File: src/rtl/load_unit_defs.svh
/*
 * load unit widths and load buffer depth
 * shared by the package and every RTL module of the load unit
 */

`ifndef LOAD_UNIT_DEFS_SVH
`define LOAD_UNIT_DEFS_SVH

// data path width of the core
`define LU_XLEN 64
// cache request address width
`define LU_ADDR_W 32
// core transaction id width
`define LU_TRANS_ID_W 3

// outstanding loads, two or more
`define LU_NR_LDBUF 4
// slot id width, also the cache request id width
`define LU_LDBUF_ID_W $clog2(`LU_NR_LDBUF)

// byte offset inside one doubleword
`define LU_OFFSET_W 3

`endif
File: src/rtl/load_unit_pkg.sv
/*
 * load unit types: load operations, id and data types,
 * the load buffer entry and the operation helpers
 */

`include "load_unit_defs.svh"

package load_unit_pkg;

  // integer load operations, 3 bit encoding
  typedef enum logic [2:0] {
    LD,
    LW,
    LWU,
    LH,
    LHU,
    LB,
    LBU
  } load_op_e;

  typedef logic [`LU_XLEN-1:0]       xlen_t;
  typedef logic [`LU_TRANS_ID_W-1:0] trans_id_t;
  typedef logic [`LU_LDBUF_ID_W-1:0] ldbuf_id_t;

  // one outstanding load, 9 bits
  typedef struct packed {
    trans_id_t               trans_id;
    logic [`LU_OFFSET_W-1:0] offset;
    load_op_e                operation;
  } ldbuf_entry_t;

  // size code: 0 byte, 1 half, 2 word, 3 double
  function automatic logic [1:0] transfer_size(load_op_e op);
    case (op)
      LW, LWU: return 2'd2;
      LH, LHU: return 2'd1;
      LB, LBU: return 2'd0;
      default: return 2'd3;
    endcase
  endfunction

  // sign-extending operations
  function automatic logic is_signed(load_op_e op);
    return op inside {LW, LH, LB};
  endfunction

endpackage

File: src/rtl/ldbuf_if.sv
/*
 * load buffer allocation port
 * the issue stage claims the lowest free slot in its grant cycle
 */

`timescale 1ns/10ps

interface ldbuf_if;

  // write strobe, high only in a cache grant cycle
  logic                        alloc;
  // load to be recorded in the slot
  load_unit_pkg::ldbuf_entry_t entry;
  // lowest free slot, also the cache request id
  load_unit_pkg::ldbuf_id_t    id;
  // no free slot left
  logic                        full;

  // request side
  modport issue (
    output alloc,
    output entry,
    input  id,
    input  full
  );

  // table side
  modport buffer (
    input  alloc,
    input  entry,
    output id,
    output full
  );

endinterface

File: src/rtl/load_unit.sv
/*
 * data cache load unit
 * issue stage, load buffer and result alignment behind plain ports;
 * several loads in flight, answered out of order by request id
 */

`timescale 1ns/10ps

`include "load_unit_defs.svh"

module load_unit (
  input  logic                      clk_i,
  input  logic                      rst_ni,
  input  logic                      flush_i,
  // core request
  input  logic                      valid_i,
  input  load_unit_pkg::load_op_e   op_i,
  input  load_unit_pkg::trans_id_t  trans_id_i,
  input  logic [`LU_ADDR_W-1:0]     vaddr_i,
  output logic                      pop_o,
  // data cache request
  output logic                      data_req_o,
  input  logic                      data_gnt_i,
  output logic [`LU_ADDR_W-1:0]     addr_o,
  output logic [`LU_XLEN/8-1:0]     be_o,
  output logic [1:0]                size_o,
  output load_unit_pkg::ldbuf_id_t  data_id_o,
  // data cache response
  input  logic                      data_rvalid_i,
  input  load_unit_pkg::ldbuf_id_t  data_rid_i,
  input  load_unit_pkg::xlen_t      data_rdata_i,
  // retire
  output logic                      valid_o,
  output load_unit_pkg::trans_id_t  trans_id_o,
  output load_unit_pkg::xlen_t      result_o
);
  import load_unit_pkg::*;

  // entry of the answered slot
  ldbuf_entry_t rd_entry;

  ldbuf_if ldbuf ();

  // request id is the slot claimed on the grant
  assign data_id_o = ldbuf.id;

  load_issue i_load_issue (
    .clk_i      (clk_i),
    .rst_ni     (rst_ni),
    .flush_i    (flush_i),
    .valid_i    (valid_i),
    .op_i       (op_i),
    .trans_id_i (trans_id_i),
    .vaddr_i    (vaddr_i),
    .pop_o      (pop_o),
    .data_req_o (data_req_o),
    .data_gnt_i (data_gnt_i),
    .addr_o     (addr_o),
    .be_o       (be_o),
    .size_o     (size_o),
    .alloc      (ldbuf.issue)
  );

  load_buffer i_load_buffer (
    .clk_i         (clk_i),
    .rst_ni        (rst_ni),
    .flush_i       (flush_i),
    .data_rvalid_i (data_rvalid_i),
    .data_rid_i    (data_rid_i),
    .valid_o       (valid_o),
    .trans_id_o    (trans_id_o),
    .entry_o       (rd_entry),
    .alloc         (ldbuf.buffer)
  );

  load_align i_load_align (
    .data_rdata_i (data_rdata_i),
    .entry_i      (rd_entry),
    .result_o     (result_o)
  );

endmodule

File: src/rtl/load_align.sv
/*
 * load result alignment
 * moves the loaded field down to bit 0 and sign- or zero-extends it
 */

`timescale 1ns/10ps

`include "load_unit_defs.svh"

module load_align (
  input  load_unit_pkg::xlen_t         data_rdata_i,
  input  load_unit_pkg::ldbuf_entry_t  entry_i,
  output load_unit_pkg::xlen_t         result_o
);
  import load_unit_pkg::*;

  xlen_t                   shifted_data;
  logic [`LU_XLEN/8-1:0]   byte_msbs;
  logic [`LU_OFFSET_W-1:0] sign_offset;
  logic                    sign_bit;

  // ------------------------------------------------------------------------
  // shifter
  // ------------------------------------------------------------------------
  assign shifted_data = data_rdata_i >> {entry_i.offset, 3'b000};

  // ------------------------------------------------------------------------
  // sign bit, in parallel with the shifter
  // ------------------------------------------------------------------------

  // top bit of every byte lane
  for (genvar i = 0; i < `LU_XLEN / 8; i++) begin : gen_byte_msbs
    assign byte_msbs[i] = data_rdata_i[(i+1)*8-1];
  end

  // byte that holds the sign of the loaded field
  always_comb begin : sign_select
    case (entry_i.operation)
      LW, LWU: sign_offset = entry_i.offset + 3'd3;
      LH, LHU: sign_offset = entry_i.offset + 3'd1;
      default: sign_offset = entry_i.offset;
    endcase
  end

  // zero for unsigned loads
  assign sign_bit = is_signed(entry_i.operation) & byte_msbs[sign_offset];

  // ------------------------------------------------------------------------
  // result mux
  // ------------------------------------------------------------------------
  always_comb begin : result_mux
    case (entry_i.operation)
      LW, LWU: result_o = {{(`LU_XLEN - 32){sign_bit}}, shifted_data[31:0]};
      LH, LHU: result_o = {{(`LU_XLEN - 16){sign_bit}}, shifted_data[15:0]};
      LB, LBU: result_o = {{(`LU_XLEN - 8){sign_bit}}, shifted_data[7:0]};
      // LD passes the whole doubleword
      default: result_o = shifted_data;
    endcase
  end

endmodule

File: src/rtl/load_buffer.sv
/*
 * load buffer
 * table of loads waiting for cache data, indexed by the cache request id;
 * finds the lowest free slot and looks up responses, flushed ones included
 */

`timescale 1ns/10ps

`include "load_unit_defs.svh"

module load_buffer (
  input  logic                         clk_i,
  input  logic                         rst_ni,
  input  logic                         flush_i,
  // cache response
  input  logic                         data_rvalid_i,
  input  load_unit_pkg::ldbuf_id_t     data_rid_i,
  // retire side
  output logic                         valid_o,
  output load_unit_pkg::trans_id_t     trans_id_o,
  output load_unit_pkg::ldbuf_entry_t  entry_o,
  // slot allocation
  ldbuf_if.buffer                      alloc
);
  import load_unit_pkg::*;

  logic [`LU_NR_LDBUF-1:0] valid_q;
  logic [`LU_NR_LDBUF-1:0] valid_d;
  logic [`LU_NR_LDBUF-1:0] flushed_q;
  logic [`LU_NR_LDBUF-1:0] flushed_d;
  ldbuf_entry_t            entries_q [`LU_NR_LDBUF];
  ldbuf_entry_t            rd_entry;
  ldbuf_id_t               free_id;

  // ------------------------------------------------------------------------
  // free slot search
  // ------------------------------------------------------------------------

  // walk down so the lowest free slot wins
  always_comb begin : free_search
    free_id = '0;
    for (int i = `LU_NR_LDBUF - 1; i >= 0; i--) begin
      if (!valid_q[i]) begin
        free_id = ldbuf_id_t'(i);
      end
    end
  end

  assign alloc.id   = free_id;
  assign alloc.full = &valid_q;

  // ------------------------------------------------------------------------
  // slot state
  // ------------------------------------------------------------------------
  always_comb begin : slot_next
    valid_d   = valid_q;
    flushed_d = flushed_q;
    // every load in flight becomes flushed
    if (flush_i) begin
      flushed_d = flushed_q | valid_q;
    end
    // response frees its slot, flushed or not
    if (data_rvalid_i) begin
      valid_d[data_rid_i]   = 1'b0;
      flushed_d[data_rid_i] = 1'b0;
    end
    // new load goes into a free slot, never the one being freed
    if (alloc.alloc) begin
      valid_d[alloc.id]   = 1'b1;
      flushed_d[alloc.id] = 1'b0;
    end
  end

  always_ff @(posedge clk_i or negedge rst_ni) begin : slot_ff
    if (!rst_ni) begin
      valid_q   <= '0;
      flushed_q <= '0;
    end else begin
      valid_q   <= valid_d;
      flushed_q <= flushed_d;
    end
  end

  always_ff @(posedge clk_i) begin : entry_write
    if (alloc.alloc) begin
      entries_q[alloc.id] <= alloc.entry;
    end
  end

  // ------------------------------------------------------------------------
  // retire lookup
  // ------------------------------------------------------------------------
  assign rd_entry   = entries_q[data_rid_i];
  assign entry_o    = rd_entry;
  assign trans_id_o = rd_entry.trans_id;

  // a flush in the response cycle also drops that load
  assign valid_o = data_rvalid_i && !flushed_q[data_rid_i] && !flush_i;

endmodule

File: src/rtl/load_issue.sv
/*
 * load issue stage
 * holds one load request and presents it to the data cache
 * with req/gnt, then claims a load buffer slot on the grant
 */

`timescale 1ns/10ps

`include "load_unit_defs.svh"

module load_issue (
  input  logic                      clk_i,
  input  logic                      rst_ni,
  input  logic                      flush_i,
  // core request
  input  logic                      valid_i,
  input  load_unit_pkg::load_op_e   op_i,
  input  load_unit_pkg::trans_id_t  trans_id_i,
  input  logic [`LU_ADDR_W-1:0]     vaddr_i,
  output logic                      pop_o,
  // data cache request
  output logic                      data_req_o,
  input  logic                      data_gnt_i,
  output logic [`LU_ADDR_W-1:0]     addr_o,
  output logic [`LU_XLEN/8-1:0]     be_o,
  output logic [1:0]                size_o,
  // slot allocation
  ldbuf_if.issue                    alloc
);
  import load_unit_pkg::*;

  logic                    req_valid_q;
  load_op_e                req_op_q;
  trans_id_t               req_trans_id_q;
  logic [`LU_ADDR_W-1:0]   req_addr_q;
  logic [`LU_OFFSET_W-1:0] req_offset;
  logic [`LU_XLEN/8-1:0]   be_base;
  logic                    grant;
  logic                    accept;

  // ------------------------------------------------------------------------
  // request register
  // ------------------------------------------------------------------------

  // cache sees the request only with a free slot and no flush
  assign data_req_o = req_valid_q && !alloc.full && !flush_i;
  assign grant      = data_req_o && data_gnt_i;

  // take a new load when empty or emptying by this grant
  assign accept = valid_i && !flush_i && (!req_valid_q || grant);
  assign pop_o  = accept;

  always_ff @(posedge clk_i or negedge rst_ni) begin : req_valid_ff
    if (!rst_ni) begin
      req_valid_q <= 1'b0;
    end else if (flush_i) begin
      req_valid_q <= 1'b0;
    end else if (accept) begin
      req_valid_q <= 1'b1;
    end else if (grant) begin
      req_valid_q <= 1'b0;
    end
  end

  // payload follows the accept strobe only
  always_ff @(posedge clk_i) begin : req_payload_ff
    if (accept) begin
      req_op_q       <= op_i;
      req_trans_id_q <= trans_id_i;
      req_addr_q     <= vaddr_i;
    end
  end

  // ------------------------------------------------------------------------
  // cache request fields
  // ------------------------------------------------------------------------
  assign req_offset = req_addr_q[`LU_OFFSET_W-1:0];

  // doubleword aligned address
  assign addr_o = {req_addr_q[`LU_ADDR_W-1:`LU_OFFSET_W], {`LU_OFFSET_W{1'b0}}};
  assign size_o = transfer_size(req_op_q);

  // enables for the access size, moved up to the byte offset
  always_comb begin : be_gen
    case (size_o)
      2'd0:    be_base = 8'h01;
      2'd1:    be_base = 8'h03;
      2'd2:    be_base = 8'h0f;
      default: be_base = 8'hff;
    endcase
    be_o = be_base << req_offset;
  end

  // record the load in the buffer as the cache takes it
  assign alloc.alloc = grant;
  assign alloc.entry = '{trans_id: req_trans_id_q, offset: req_offset, operation: req_op_q};

endmodule

File: config.mk
export PLATFORM = sky130hd
export DESIGN_NAME = load_unit
export DESIGN_NICKNAME = d
export VERILOG_FILES = /design/src/rtl/load_unit_pkg.sv /design/src/rtl/ldbuf_if.sv /design/src/rtl/load_unit.sv /design/src/rtl/load_align.sv /design/src/rtl/load_buffer.sv /design/src/rtl/load_issue.sv
export VERILOG_INCLUDE_DIRS = /design/src /design/src/rtl
export SDC_FILE = /design/constraint.sdc
export NUM_CORES = 1
export LEC_CHECK = 0
export ABC_CLOCK_PERIOD_IN_PS = 9340
export BUFFER_PORTS_ARGS = -buffer_cell sky130_fd_sc_hd__buf_2
export CORE_UTILIZATION = 54
export CTS_BUF_LIST = sky130_fd_sc_hd__clkbuf_8
export DETAILED_ROUTE_END_ITERATION = 7
export HOLD_SLACK_MARGIN = 0.12
export PLACE_DENSITY_LB_ADDON = 0.08
export SKIP_LAST_GASP = 1
export SLEW_MARGIN = 20
export SYNTH_ARGS = -nofsm -noshare
export SYNTH_HDL_FRONTEND = slang
export SYNTH_SLANG_ARGS = --single-unit
File: constraint.sdc
create_clock -name clk_i -period 9.34 [get_ports clk_i]
set_clock_uncertainty 0.1 [all_clocks]
set_input_delay 1.401 -clock clk_i [delete_from_list [all_inputs] [get_ports clk_i]]
set_output_delay 1.401 -clock clk_i [all_outputs]
set_load 0.02 [all_outputs]
; Yosys cells after proc, flatten, opt, wreduce, memory -nomap -nowiden
; Memory sizes are Yosys's and may differ from the RTL's.
; Index checks and enable logic that the tools add are counted.
[classes]
eq_ne = 14
shifts = 2
n_bitwise = 8
n_mul = 0
add_sub_neg = 2
muxes = 26
div = 0
n_lt_le_gt_ge = 5
n_reduce_logical = 24
[ops]
columns = op, n
row1 = case mux 64 bit (3 select lines), 1
row2 = right shift 64 x 6 -> 64 bit, 1
row3 = case mux 8 bit (3 select lines), 1
row4 = 2-to-1 mux 4 bit, 5
row5 = "equality test 3 bit, second input constant", 6
row6 = bitwise AND 4 bit, 3
row7 = "equality test 3 x 2 -> 1 bit, second input constant", 4
row8 = OR reduction 2 bit, 6
row9 = logical AND 1 bit, 9
row10 = 2-to-1 mux 1 bit, 9
row11 = 2-to-1 mux 2 bit, 4
row12 = inverter 4 bit, 2
row13 = bitwise OR 4 bit, 2
row14 = left shift 8 x 3 -> 8 bit, 1
row15 = "equality test 3 x 1 -> 1 bit, second input constant", 2
row16 = "less-than comparator 2 x 3 -> 1 bit, second input constant", 2
row17 = case mux 2 bit (3 select lines), 1
row18 = case mux 3 bit (2 select lines), 1
row19 = nonzero test 3 bit, 2
row20 = demux 1 bit (select 2 bit), 2
row21 = "greater-or-equal comparator 2 x 1 -> 1 bit, second input constant", 2
row22 = logical NOT 1 bit, 4
row23 = "less-than comparator 3 x 4 -> 1 bit, second input constant", 1
row24 = AND reduction 4 bit, 1
row25 = other kinds (9), 9
[totals]
wordCells = 88
latch_bits = 0
rom_bits = 0
register_bits = 47
ram_bits = 36
memories = 1
output_inout_bits = 114
[mem_list]
columns = memory, words, word_bits, read_ports, rd_clocked_by_memory_dff, wr, line_no
row1 = i_load_buffer.entries_q, 4, 9, 1, 0, 1, load_buffer.sv:31  ; ldbuf_entry_t entries_q [`LU_NR_LDBUF];

; Longest topological paths before layout
; Gate-level depths: netlist of the first run.
[logic_depth]
ltp_word = 11
mapped_depth = 13
depth_no_buf = 9

; Hierarchy
; Synthesis of the first run repeated with hierarchy kept, for this count alone.
[hier_totals]
cells_unflattened = 525
area_unflattened_um2 = 5675.4
[by_module_without_submodules]
columns = module, n_inst, cells_each, seq_area_each_um2, area_per_inst_um2
row1 = load_align, 1, 322, 0.0, 2258.4
row2 = load_buffer, 1, 97, 1281.2, 1775.5
row3 = load_issue, 1, 106, 1166.1, 1641.6

; Least setup slack after synthesis of the first run
; Ideal clock, no wire load.
[synth_path]
path_kind = input to output
from = input port data_rid_i[1]
to = output port result_o[30]
path_buffers = 4
path_slack_ps = 3273
arrival_time_ps = 4566
required_ps = 7839
stages = 13
path_cell_list = buf_2 > mux2i_1 > mux2i_1 > clkinv_1 > buf_1 > clkbuf_1 > fa_1 > or3_1 > a21bo_2 > a21oi_2 > a211oi_4 > buf_6 > a31oi_1
[synth_between]
elab_chain_len = 8
word_cells_on_any_way = 19
[synth_lines]
columns = element, line_no
row1 = start: declaration, load_unit.sv:30  ; input load_unit_pkg::ldbuf_id_t data_rid_i,
row2 = memory (4 x 9 bit) (*), --
row3 = "parallel branches: the longest is 6 deep, another holds adder 3 x 1 -> 3 bit", --
row4 = case mux 64 bit (3 select lines) (*), load_align.sv:52  ; case (entry_i.operation)
row5 = end: declaration, load_unit.sv:35  ; output load_unit_pkg::xlen_t result_o
; Every way passes the cells marked *. The select of a mux whose other input is x is not followed.

; Worst setup path in the final report of the first run
[layout_path]
from = input port data_rid_i[0]
to = output port result_o[18]
; Same word-level chain as after synthesis.

==> results of run 1 <==
-- layer usage --
metal	wire length [µm]	GRT usage, %	part of all wire, %
met3	1480	8.90	9.7
met2	7230	46.5	47
met1	6260	38.9	41
met4	343	11.7	2.2
met5	0	0	0
-- logic make-up (layout without fill, tap and decap cells) --
logic type,after synthesis,count (layout),share of synthesized area (%)
AO/OA/AOI/OAI,113,113,14.0
XOR/XNOR,4,4,0.654
adder cells (fa/ha/maj),1,1,0.373
buffers and inverters,45,251,4.01
flip-flops,83,83,45.7
multiplexers,79,79,20.8
other,1,3,0.0700
AND/OR/NAND/NOR,181,181,14.5
-- final cells by class --
| class | instances | share of cell area (%) |
|---|---|---|
| Multi-Input combinational cell | 381 | 40.7 |
| Tap cell | 129 | 2.40 |
| Timing Repair Buffer | 228 | 17.3 |
| Inverter | 7 | 0.390 |
| Clock buffer | 9 | 1.84 |
| Clock inverter | 7 | 1.04 |
| Sequential cell | 83 | 36.4 |
-- cells in the mapped netlist (2+ instances only) --
library cell / number
nand3_1: 12
nand3b_1: 2
o221ai_1: 2
a21o_1: 4
nor3_1: 7
clkbuf_1: 21
a21oi_2: 2
buf_6: 3
o21ai_0: 21
mux2i_1: 50
nor2b_1: 8
nand2_1: 110
mux2_2: 3
a211oi_1: 18
a221oi_1: 2
nor2_1: 27
a21oi_1: 36
nand2b_1: 7
xor2_1: 2
buf_2: 10
inv_1: 6
and3_1: 2
or3_1: 2
xnor2_1: 2
edfxtp_1: 74
dfrtp_1: 9
buf_4: 3
nor3b_1: 3
a31oi_1: 8
o21a_1: 2
mux4_2: 25
o2bb2ai_1: 8
-- report_power, final --
| part | switching, mW | internal [mW] | total [mW] |
|---|---|---|---|
| clock | 0.145 | 0.104 | 0.249 |
| sequential | 0.0126 | 0.421 | 0.433 |
| combinational | 0.205 | 0.120 | 0.325 |
| total | 0.363 | 0.644 | 1.01 |
-- registers in the layout, indices dropped and copies added, names as in the netlist --
| signal | count |
|---|---|
| i_load_buffer.entries_q | 36 |
| i_load_buffer.flushed_q | 4 |
| i_load_buffer.valid_q | 4 |
| i_load_issue.req_addr_q | 32 |
| i_load_issue.req_op_q | 3 |
| i_load_issue.req_trans_id_q | 3 |
| i_load_issue.req_valid_q | 1 |
-- metrics by stage --
stage | cells | cell area, µm² | hold slack, ns | setup slack, ns | util [%]
after CTS | 844 | 6720 | 0.416 | 2.21 | 71.4
after global routing | 844 | 6730 | 0.420 | 1.82 | 71.5
after detailed placement | 828 | 6530 | 0.391 | 2.21 | 69.3
final | 844 | 6730 | 0.415 | 2.21 | 71.5
after global placement | 828 | 6530 | 0.369 | 2.31 | 69.3
after floorplan | 509 | 5370 | 0.359 | 3.27 | -
-- worst max-delay path by stage --
stage / startpoint / end / slack, ns / depth (start not counted)
3_3_place_gp: data_rid_i[0] / result_o[18] / 2.31 / 10
3_5_place_dp: data_rid_i[0] / result_o[18] / 2.21 / 10
6_report: data_rid_i[0] / result_o[18] / 2.21 / 10
5_1_grt: data_rid_i[0] / result_o[16] / 1.82 / 10
4_1_cts: data_rid_i[0] / result_o[18] / 2.21 / 10
2_1_floorplan: data_rid_i[1] / result_o[30] / 3.27 / 13
-- critical path, delay by kind of cell --
kind            cells  cell delay, ns
mux                 2            1.42
buf+inv             3            0.90
compound gates      1            0.75
simple gates        3            0.65
fa+ha+maj           1            0.47
==> summary.log, run 1 <==
[grt] overflow left after global routing 0
[drt] detailed-route via count 4940
[synth] yosys synthesis warning count 0
[cts] buffers from clock root to sink, at most 2
[setup_path] signal arrival time at the worst endpoint 5.63 ns
[synth] number of synthesized register bits 83
[timing] maximum clock frequency 140 MHz
[place] Detail Placement HPWL 11.2 mm
[synth] fraction of post-synthesis cell area in the top cell type by area 41.5%
[min_path] min-delay src i_load_issue.req_trans_id_q[1]
[cts] H-tree levels 3
[place] final weighted congestion of routability-driven global placement 0.913
[setup_path] Worst R2R Start i_load_issue.req_valid_q
[layout] Area growth syn-to-layout 25.5%
[synth] syn_area_per_cell 10.6 µm²
[synth] Post-Synthesis Cells 507
[flow_run] max cap viols 0
[timing] number of hold-slack violations in the final timing report 0
[min_path] WHS Path Cells 0
[layout] Reg area 2450 µm²
[pwr] maximum resistive drop on vdd 0.116 mV
[timing] Setup violations, final 0
[grt] Tot GR Track Use 29.7%
[synth] sequential element share of the synthesized area 45.7%
[run_status] result of the run finished, final reports clean
[cts] Resized Gates After CTS 0
[layout] Total Nets Final 821
[setup_path] worst reg2reg setup slack 7.15 ns
[floorplanning] effective utilization at floorplan 56.9%
[layout] diodes inserted 0
[cts] Root Driver clkbuf_8
[layout] layout cells sized above 1 39.6%
[grt] number of global-route vias before repair 4691
[setup_path] Crit Reg-Reg Endpoint i_load_buffer.entries_q[1][3]
[cts] Post-CTS Hold Fix Bufs 0
[synth] cells taking the most area after synthesis edfxtp_1 41%, mux4_2 11%, mux2i_1 9.3%
[layout] commonest non-fill, non-tap cell in the layout buf_2
[pwr] PnR Total Power 1.01 mW
[min_path] HP Class reg -> reg
[synth] Most used DFF post-synth edfxtp_1
[setup_path] depth of the worst register-to-register path 4
[min_path] Hold EP i_load_buffer.entries_q[3][7]
[floorplanning] area inside the core boundary 9420 µm²
[timing] min cycle time layout 7.13 ns
[setup_path] critical path's slowest cell mux4_4
[layout] commonest non-fill, non-tap cells in the layout 220 x buf_2, 110 x nand2_1, 74 x edfxtp_1, 49 x mux2i_1, 35 x a21oi_1
[drt] Total Routed Length 15.3 mm
[drt] residual antenna-violating net count after detailed routing 0
[floorplanning] I/O pin count 224
[timing] setup repair after global routing missed its margin false
[floorplanning] standard-cell rows 35
[drt] via density per instance 5.85
[synth] post-synth cell types 48
[floorplanning] Die W 102 µm
[grt] largest net degree at the start of global routing 68
[pwr] Leak Pwr 3.03 nW
[timing] actual transition at the worst max-transition pin 0.974 ns
[grt] number of antenna violations at the first check in global routing 0
[timing] Max-Slew Margin vs Limit 34.9%
[setup_path] required arrival time at the worst endpoint 7.84 ns
[layout] multi-input combinational cell area 2740 µm²
[setup_path] most repeated library cell on the critical path buf_2
[pwr] Power Dens Cells 150 nW/µm²
[floorplanning] Die Y-Extent 102 µm
[drt] total DRC errors in the routed layout 0
[cts] insertion delay to the later sink of the worst-skew pair 0.35 ns
[cts] clk slew on worst S/H paths 0.10 ns
[layout] number of filler cells placed in the layout 713
[synth] post-synthesis instance area 5360 µm²
[cts] TritonCTS clock tree done
[timing] Period Utilization, post-route 76.3%
[grt] wire length of the first global-routing pass 23.2 mm
[timing] max-slew violation count 0
[cts] post-CTS repair timing setup buffer count 0
[setup_path] Critical Path End Type primary output
[cts] number of buffers added by the clock tree synthesis step 9
[drt] number of search-and-repair iterations in the first detailed-routing pass 5
[floorplanning] total die area 10300 µm²
[timing] Setup TNS 0 ns
[synth] number of enable-type register cells in the synthesized netlist 74
[setup_path] peak fanout along the critical path 67
[place] number of I/O port buffers 220
[setup_path] startpoint class of the critical path input port
[drt] Iteration-0 DRC Markers 332
[synth] fraction of synthesis flops using an asynchronous set or reset pin 10.8%
[setup_path] CP Cell Sequence buf_2 > mux4_4 > inv_1 > fa_1 > or3_1 > nand2_1 > mux2_4 > a211oi_4 > nor2_1 > buf_2
[setup_path] slowest stage delay, CP 1.07 ns
[drt] mean routed wirelength per cell 18.1 µm
[setup_path] path type of the worst setup path in -> out
[synth] biggest area consumer among synthesized cells edfxtp_1
[cts] total number of clock tree sinks 83
Note: power is estimated with default switching activity, not from simulation.
==> inputs of run 2 (changes only) <==
--- a/config.mk
+++ b/config.mk
@@ -6,9 +6,9 @@
 export SDC_FILE = /design/constraint.sdc
 export NUM_CORES = 1
 export LEC_CHECK = 0
-export ABC_CLOCK_PERIOD_IN_PS = 9340
+export ABC_CLOCK_PERIOD_IN_PS = 7000
 export BUFFER_PORTS_ARGS = -buffer_cell sky130_fd_sc_hd__buf_2
-export CORE_UTILIZATION = 54
+export CORE_UTILIZATION = 50
 export CTS_BUF_LIST = sky130_fd_sc_hd__clkbuf_8
 export DETAILED_ROUTE_END_ITERATION = 7
 export HOLD_SLACK_MARGIN = 0.12
==> constraint.sdc (replaced) <==
create_clock -name clk_i -period 7 [get_ports clk_i]
set_clock_uncertainty 0.1 [all_clocks]
set_input_delay 1.05 -clock clk_i [delete_from_list [all_inputs] [get_ports clk_i]]
set_output_delay 1.05 -clock clk_i [all_outputs]
set_load 0.02 [all_outputs]
==> run 2 against run 1 <==
Worst hold slack worse by 0.0034 ns. Flip-flop and latch count is the same. Routed wire length grew 2.7%. Utilization down 6.1 points. Highest routed layer unchanged. Via count rose by 1.3%. Clock-buffer cell count grew 1. Critical path depth stayed put. Global-route usage decreased by 1.7 points. Total power increased by 38%. Design area increased by 0.74%. Sequential share of layout area is 0.27 points lower. Clock power is 53% higher.
==> summary.log, run 2 (same netlist as run 1, synthesis figures left out) <==
[grt] number of antenna violations at the first check in global routing 0
[floorplanning] Die W 106 µm
[timing] Period Utilization, post-route 88.6%
[layout] number of filler cells placed in the layout 896
[drt] total DRC errors in the routed layout 0
[floorplanning] standard-cell rows 37
[min_path] HP Class reg -> reg
[timing] Setup TNS 0 ns
[setup_path] required arrival time at the worst endpoint 5.85 ns
[timing] number of hold-slack violations in the final timing report 0
[pwr] Leak Pwr 3.07 nW
[grt] number of global-route vias before repair 4718
[layout] Largest regs i_load_buffer.entries_q x36, i_load_issue.req_addr_q x32
[grt] Tot GR Track Use 28.0%
[cts] Resized Gates After CTS 0
[floorplanning] Die Y-Extent 106 µm
[floorplanning] total die area 11100 µm²
[setup_path] critical path's slowest cell mux4_4
[grt] overflow left after global routing 0
[timing] actual transition at the worst max-transition pin 0.990 ns
[min_path] WHS Path Cells 0
[grt] largest net degree at the start of global routing 40
[setup_path] peak fanout along the critical path 33
[place] Detail Placement HPWL 11.5 mm
[floorplanning] area inside the core boundary 10400 µm²
[setup_path] startpoint class of the critical path input port
[timing] Max-Slew Margin vs Limit 33.7%
[cts] Post-CTS Hold Fix Bufs 0
[layout] Reg area 2450 µm²
[layout] commonest non-fill, non-tap cell in the layout buf_2
[timing] maximum clock frequency 161 MHz
[setup_path] CP Cell Sequence buf_2 > mux4_4 > inv_1 > fa_1 > mux4_2 > a21bo_2 > a21oi_2 > a211oi_4 > a31oi_1 > buf_2
[place] number of I/O port buffers 220
[run_status] result of the run finished, final reports clean
[timing] Setup WS post-layout 0.798 ns
[pwr] Power Dens Cells 205 nW/µm²
[cts] post-CTS repair timing setup buffer count 0
[setup_path] signal arrival time at the worst endpoint 5.05 ns
[layout] multi-input combinational cell area 2730 µm²
[layout] max FFs per register 36
[setup_path] depth of the worst register-to-register path 4
[timing] min cycle time layout 6.20 ns
[place] Place WS 0.787 ns
[cts] TritonCTS clock tree done
[cts] Root Driver clkbuf_8
[layout] layout cells sized above 1 39.3%
[setup_path] most repeated library cell on the critical path buf_2
[cts] number of buffers added by the clock tree synthesis step 9
[layout] Total Nets Final 823
[drt] detailed-route via count 5004
[cts] clk slew on worst S/H paths 0.08 ns
[setup_path] Critical Path End Type primary output
[floorplanning] I/O pin count 224
[drt] residual antenna-violating net count after detailed routing 0
[timing] max-slew violation count 0
[setup_path] path type of the worst setup path in -> out
[setup_path] worst reg2reg setup slack 4.81 ns
[drt] Iteration-0 DRC Markers 365
[cts] insertion delay to the later sink of the worst-skew pair 0.36 ns
[place] number of placed instances, taps included 837
[layout] commonest non-fill, non-tap cells in the layout 220 x buf_2, 110 x nand2_1, 74 x edfxtp_1, 49 x mux2i_1, 35 x a21oi_1
[floorplanning] effective utilization at floorplan 51.7%
[timing] setup repair after global routing missed its margin false
[drt] Total Routed Length 15.7 mm
[drt] mean routed wirelength per cell 18.4 µm
[setup_path] slowest stage delay, CP 1.00 ns
[layout] register containing the most flip-flops in the final layout i_load_buffer.entries_q
[cts] buffers from clock root to sink, at most 2
[pwr] maximum resistive drop on vdd 0.178 mV
[flow_run] max cap viols 0
[layout] diodes inserted 0
[grt] wire length of the first global-routing pass 24.0 mm
[drt] via density per instance 5.87
[cts] total number of clock tree sinks 83
[cts] H-tree levels 3
[layout] fin cells 853
[drt] number of search-and-repair iterations in the first detailed-routing pass 5
[layout] Area growth syn-to-layout 26.5%
[place] final weighted congestion of routability-driven global placement 0.949
[timing] Setup violations, final 0
==> run 2: worst paths after layout <==
check / from / end
max: data_rid_i[0] / result_o[28]
min: i_load_issue.req_trans_id_q[2] / i_load_buffer.entries_q[2][8]
max reg2reg: i_load_issue.req_valid_q / i_load_buffer.entries_q[1][1]
min reg2reg: i_load_issue.req_trans_id_q[2] / i_load_buffer.entries_q[2][8]
max in group asynchronous: rst_ni / i_load_buffer.flushed_q[2]
min in group asynchronous: rst_ni / i_load_buffer.valid_q[0]
==> run 2: area by class of cell <==
type,instances,share of cell area (%)
Timing Repair Buffer,230,17.3
Inverter,7,0.388
Sequential cell,83,36.1
Tap cell,136,2.51
Clock buffer,10,2.03
Clock inverter,6,1.33
Multi-Input combinational cell,381,40.3
==> run 2: per-layer routing <==
metal | GRT usage, % | up-vias | share of wire, %
li1 | - | 2311 | -
met1 | 33.3 | 2419 | 38
met2 | 50.8 | 240 | 53
met3 | 4.64 | 34 | 6.6
met4 | 10.2 | 0 | 2.7
met5 | 0 | - | 0
==> run 2: report_power, final <==
part | switching [mW] | internal (mW)
clock | 0.170 | 0.212
sequential | 0.0170 | 0.561
combinational | 0.273 | 0.160
==> run 2: worst max-delay path: cells and delay by family <==
| kind | cells | cell delay [ns] |
|---|---|---|
| mux | 2 | 1.30 |
| compound gates | 4 | 1.18 |
| buf+inv | 3 | 0.96 |
| fa+ha+maj | 1 | 0.51 |
==> run 2: stage by stage <==
| step | hold WS [ns] | utilization (%) | area, µm² | power [mW] |
|---|---|---|---|---|
| 6_report | 0.411 | 65.4 | 6780 | 1.39 |
| 5_1_grt | 0.421 | 65.4 | 6780 | 1.45 |
| 4_1_cts | 0.415 | 65.4 | 6780 | 1.40 |
| 3_5_place_dp | 0.395 | 63.2 | 6550 | 1.02 |
| 3_3_place_gp | 0.371 | 63.2 | 6550 | 1.01 |
| 2_1_floorplan | 0.359 | - | 5370 | 0.869 |
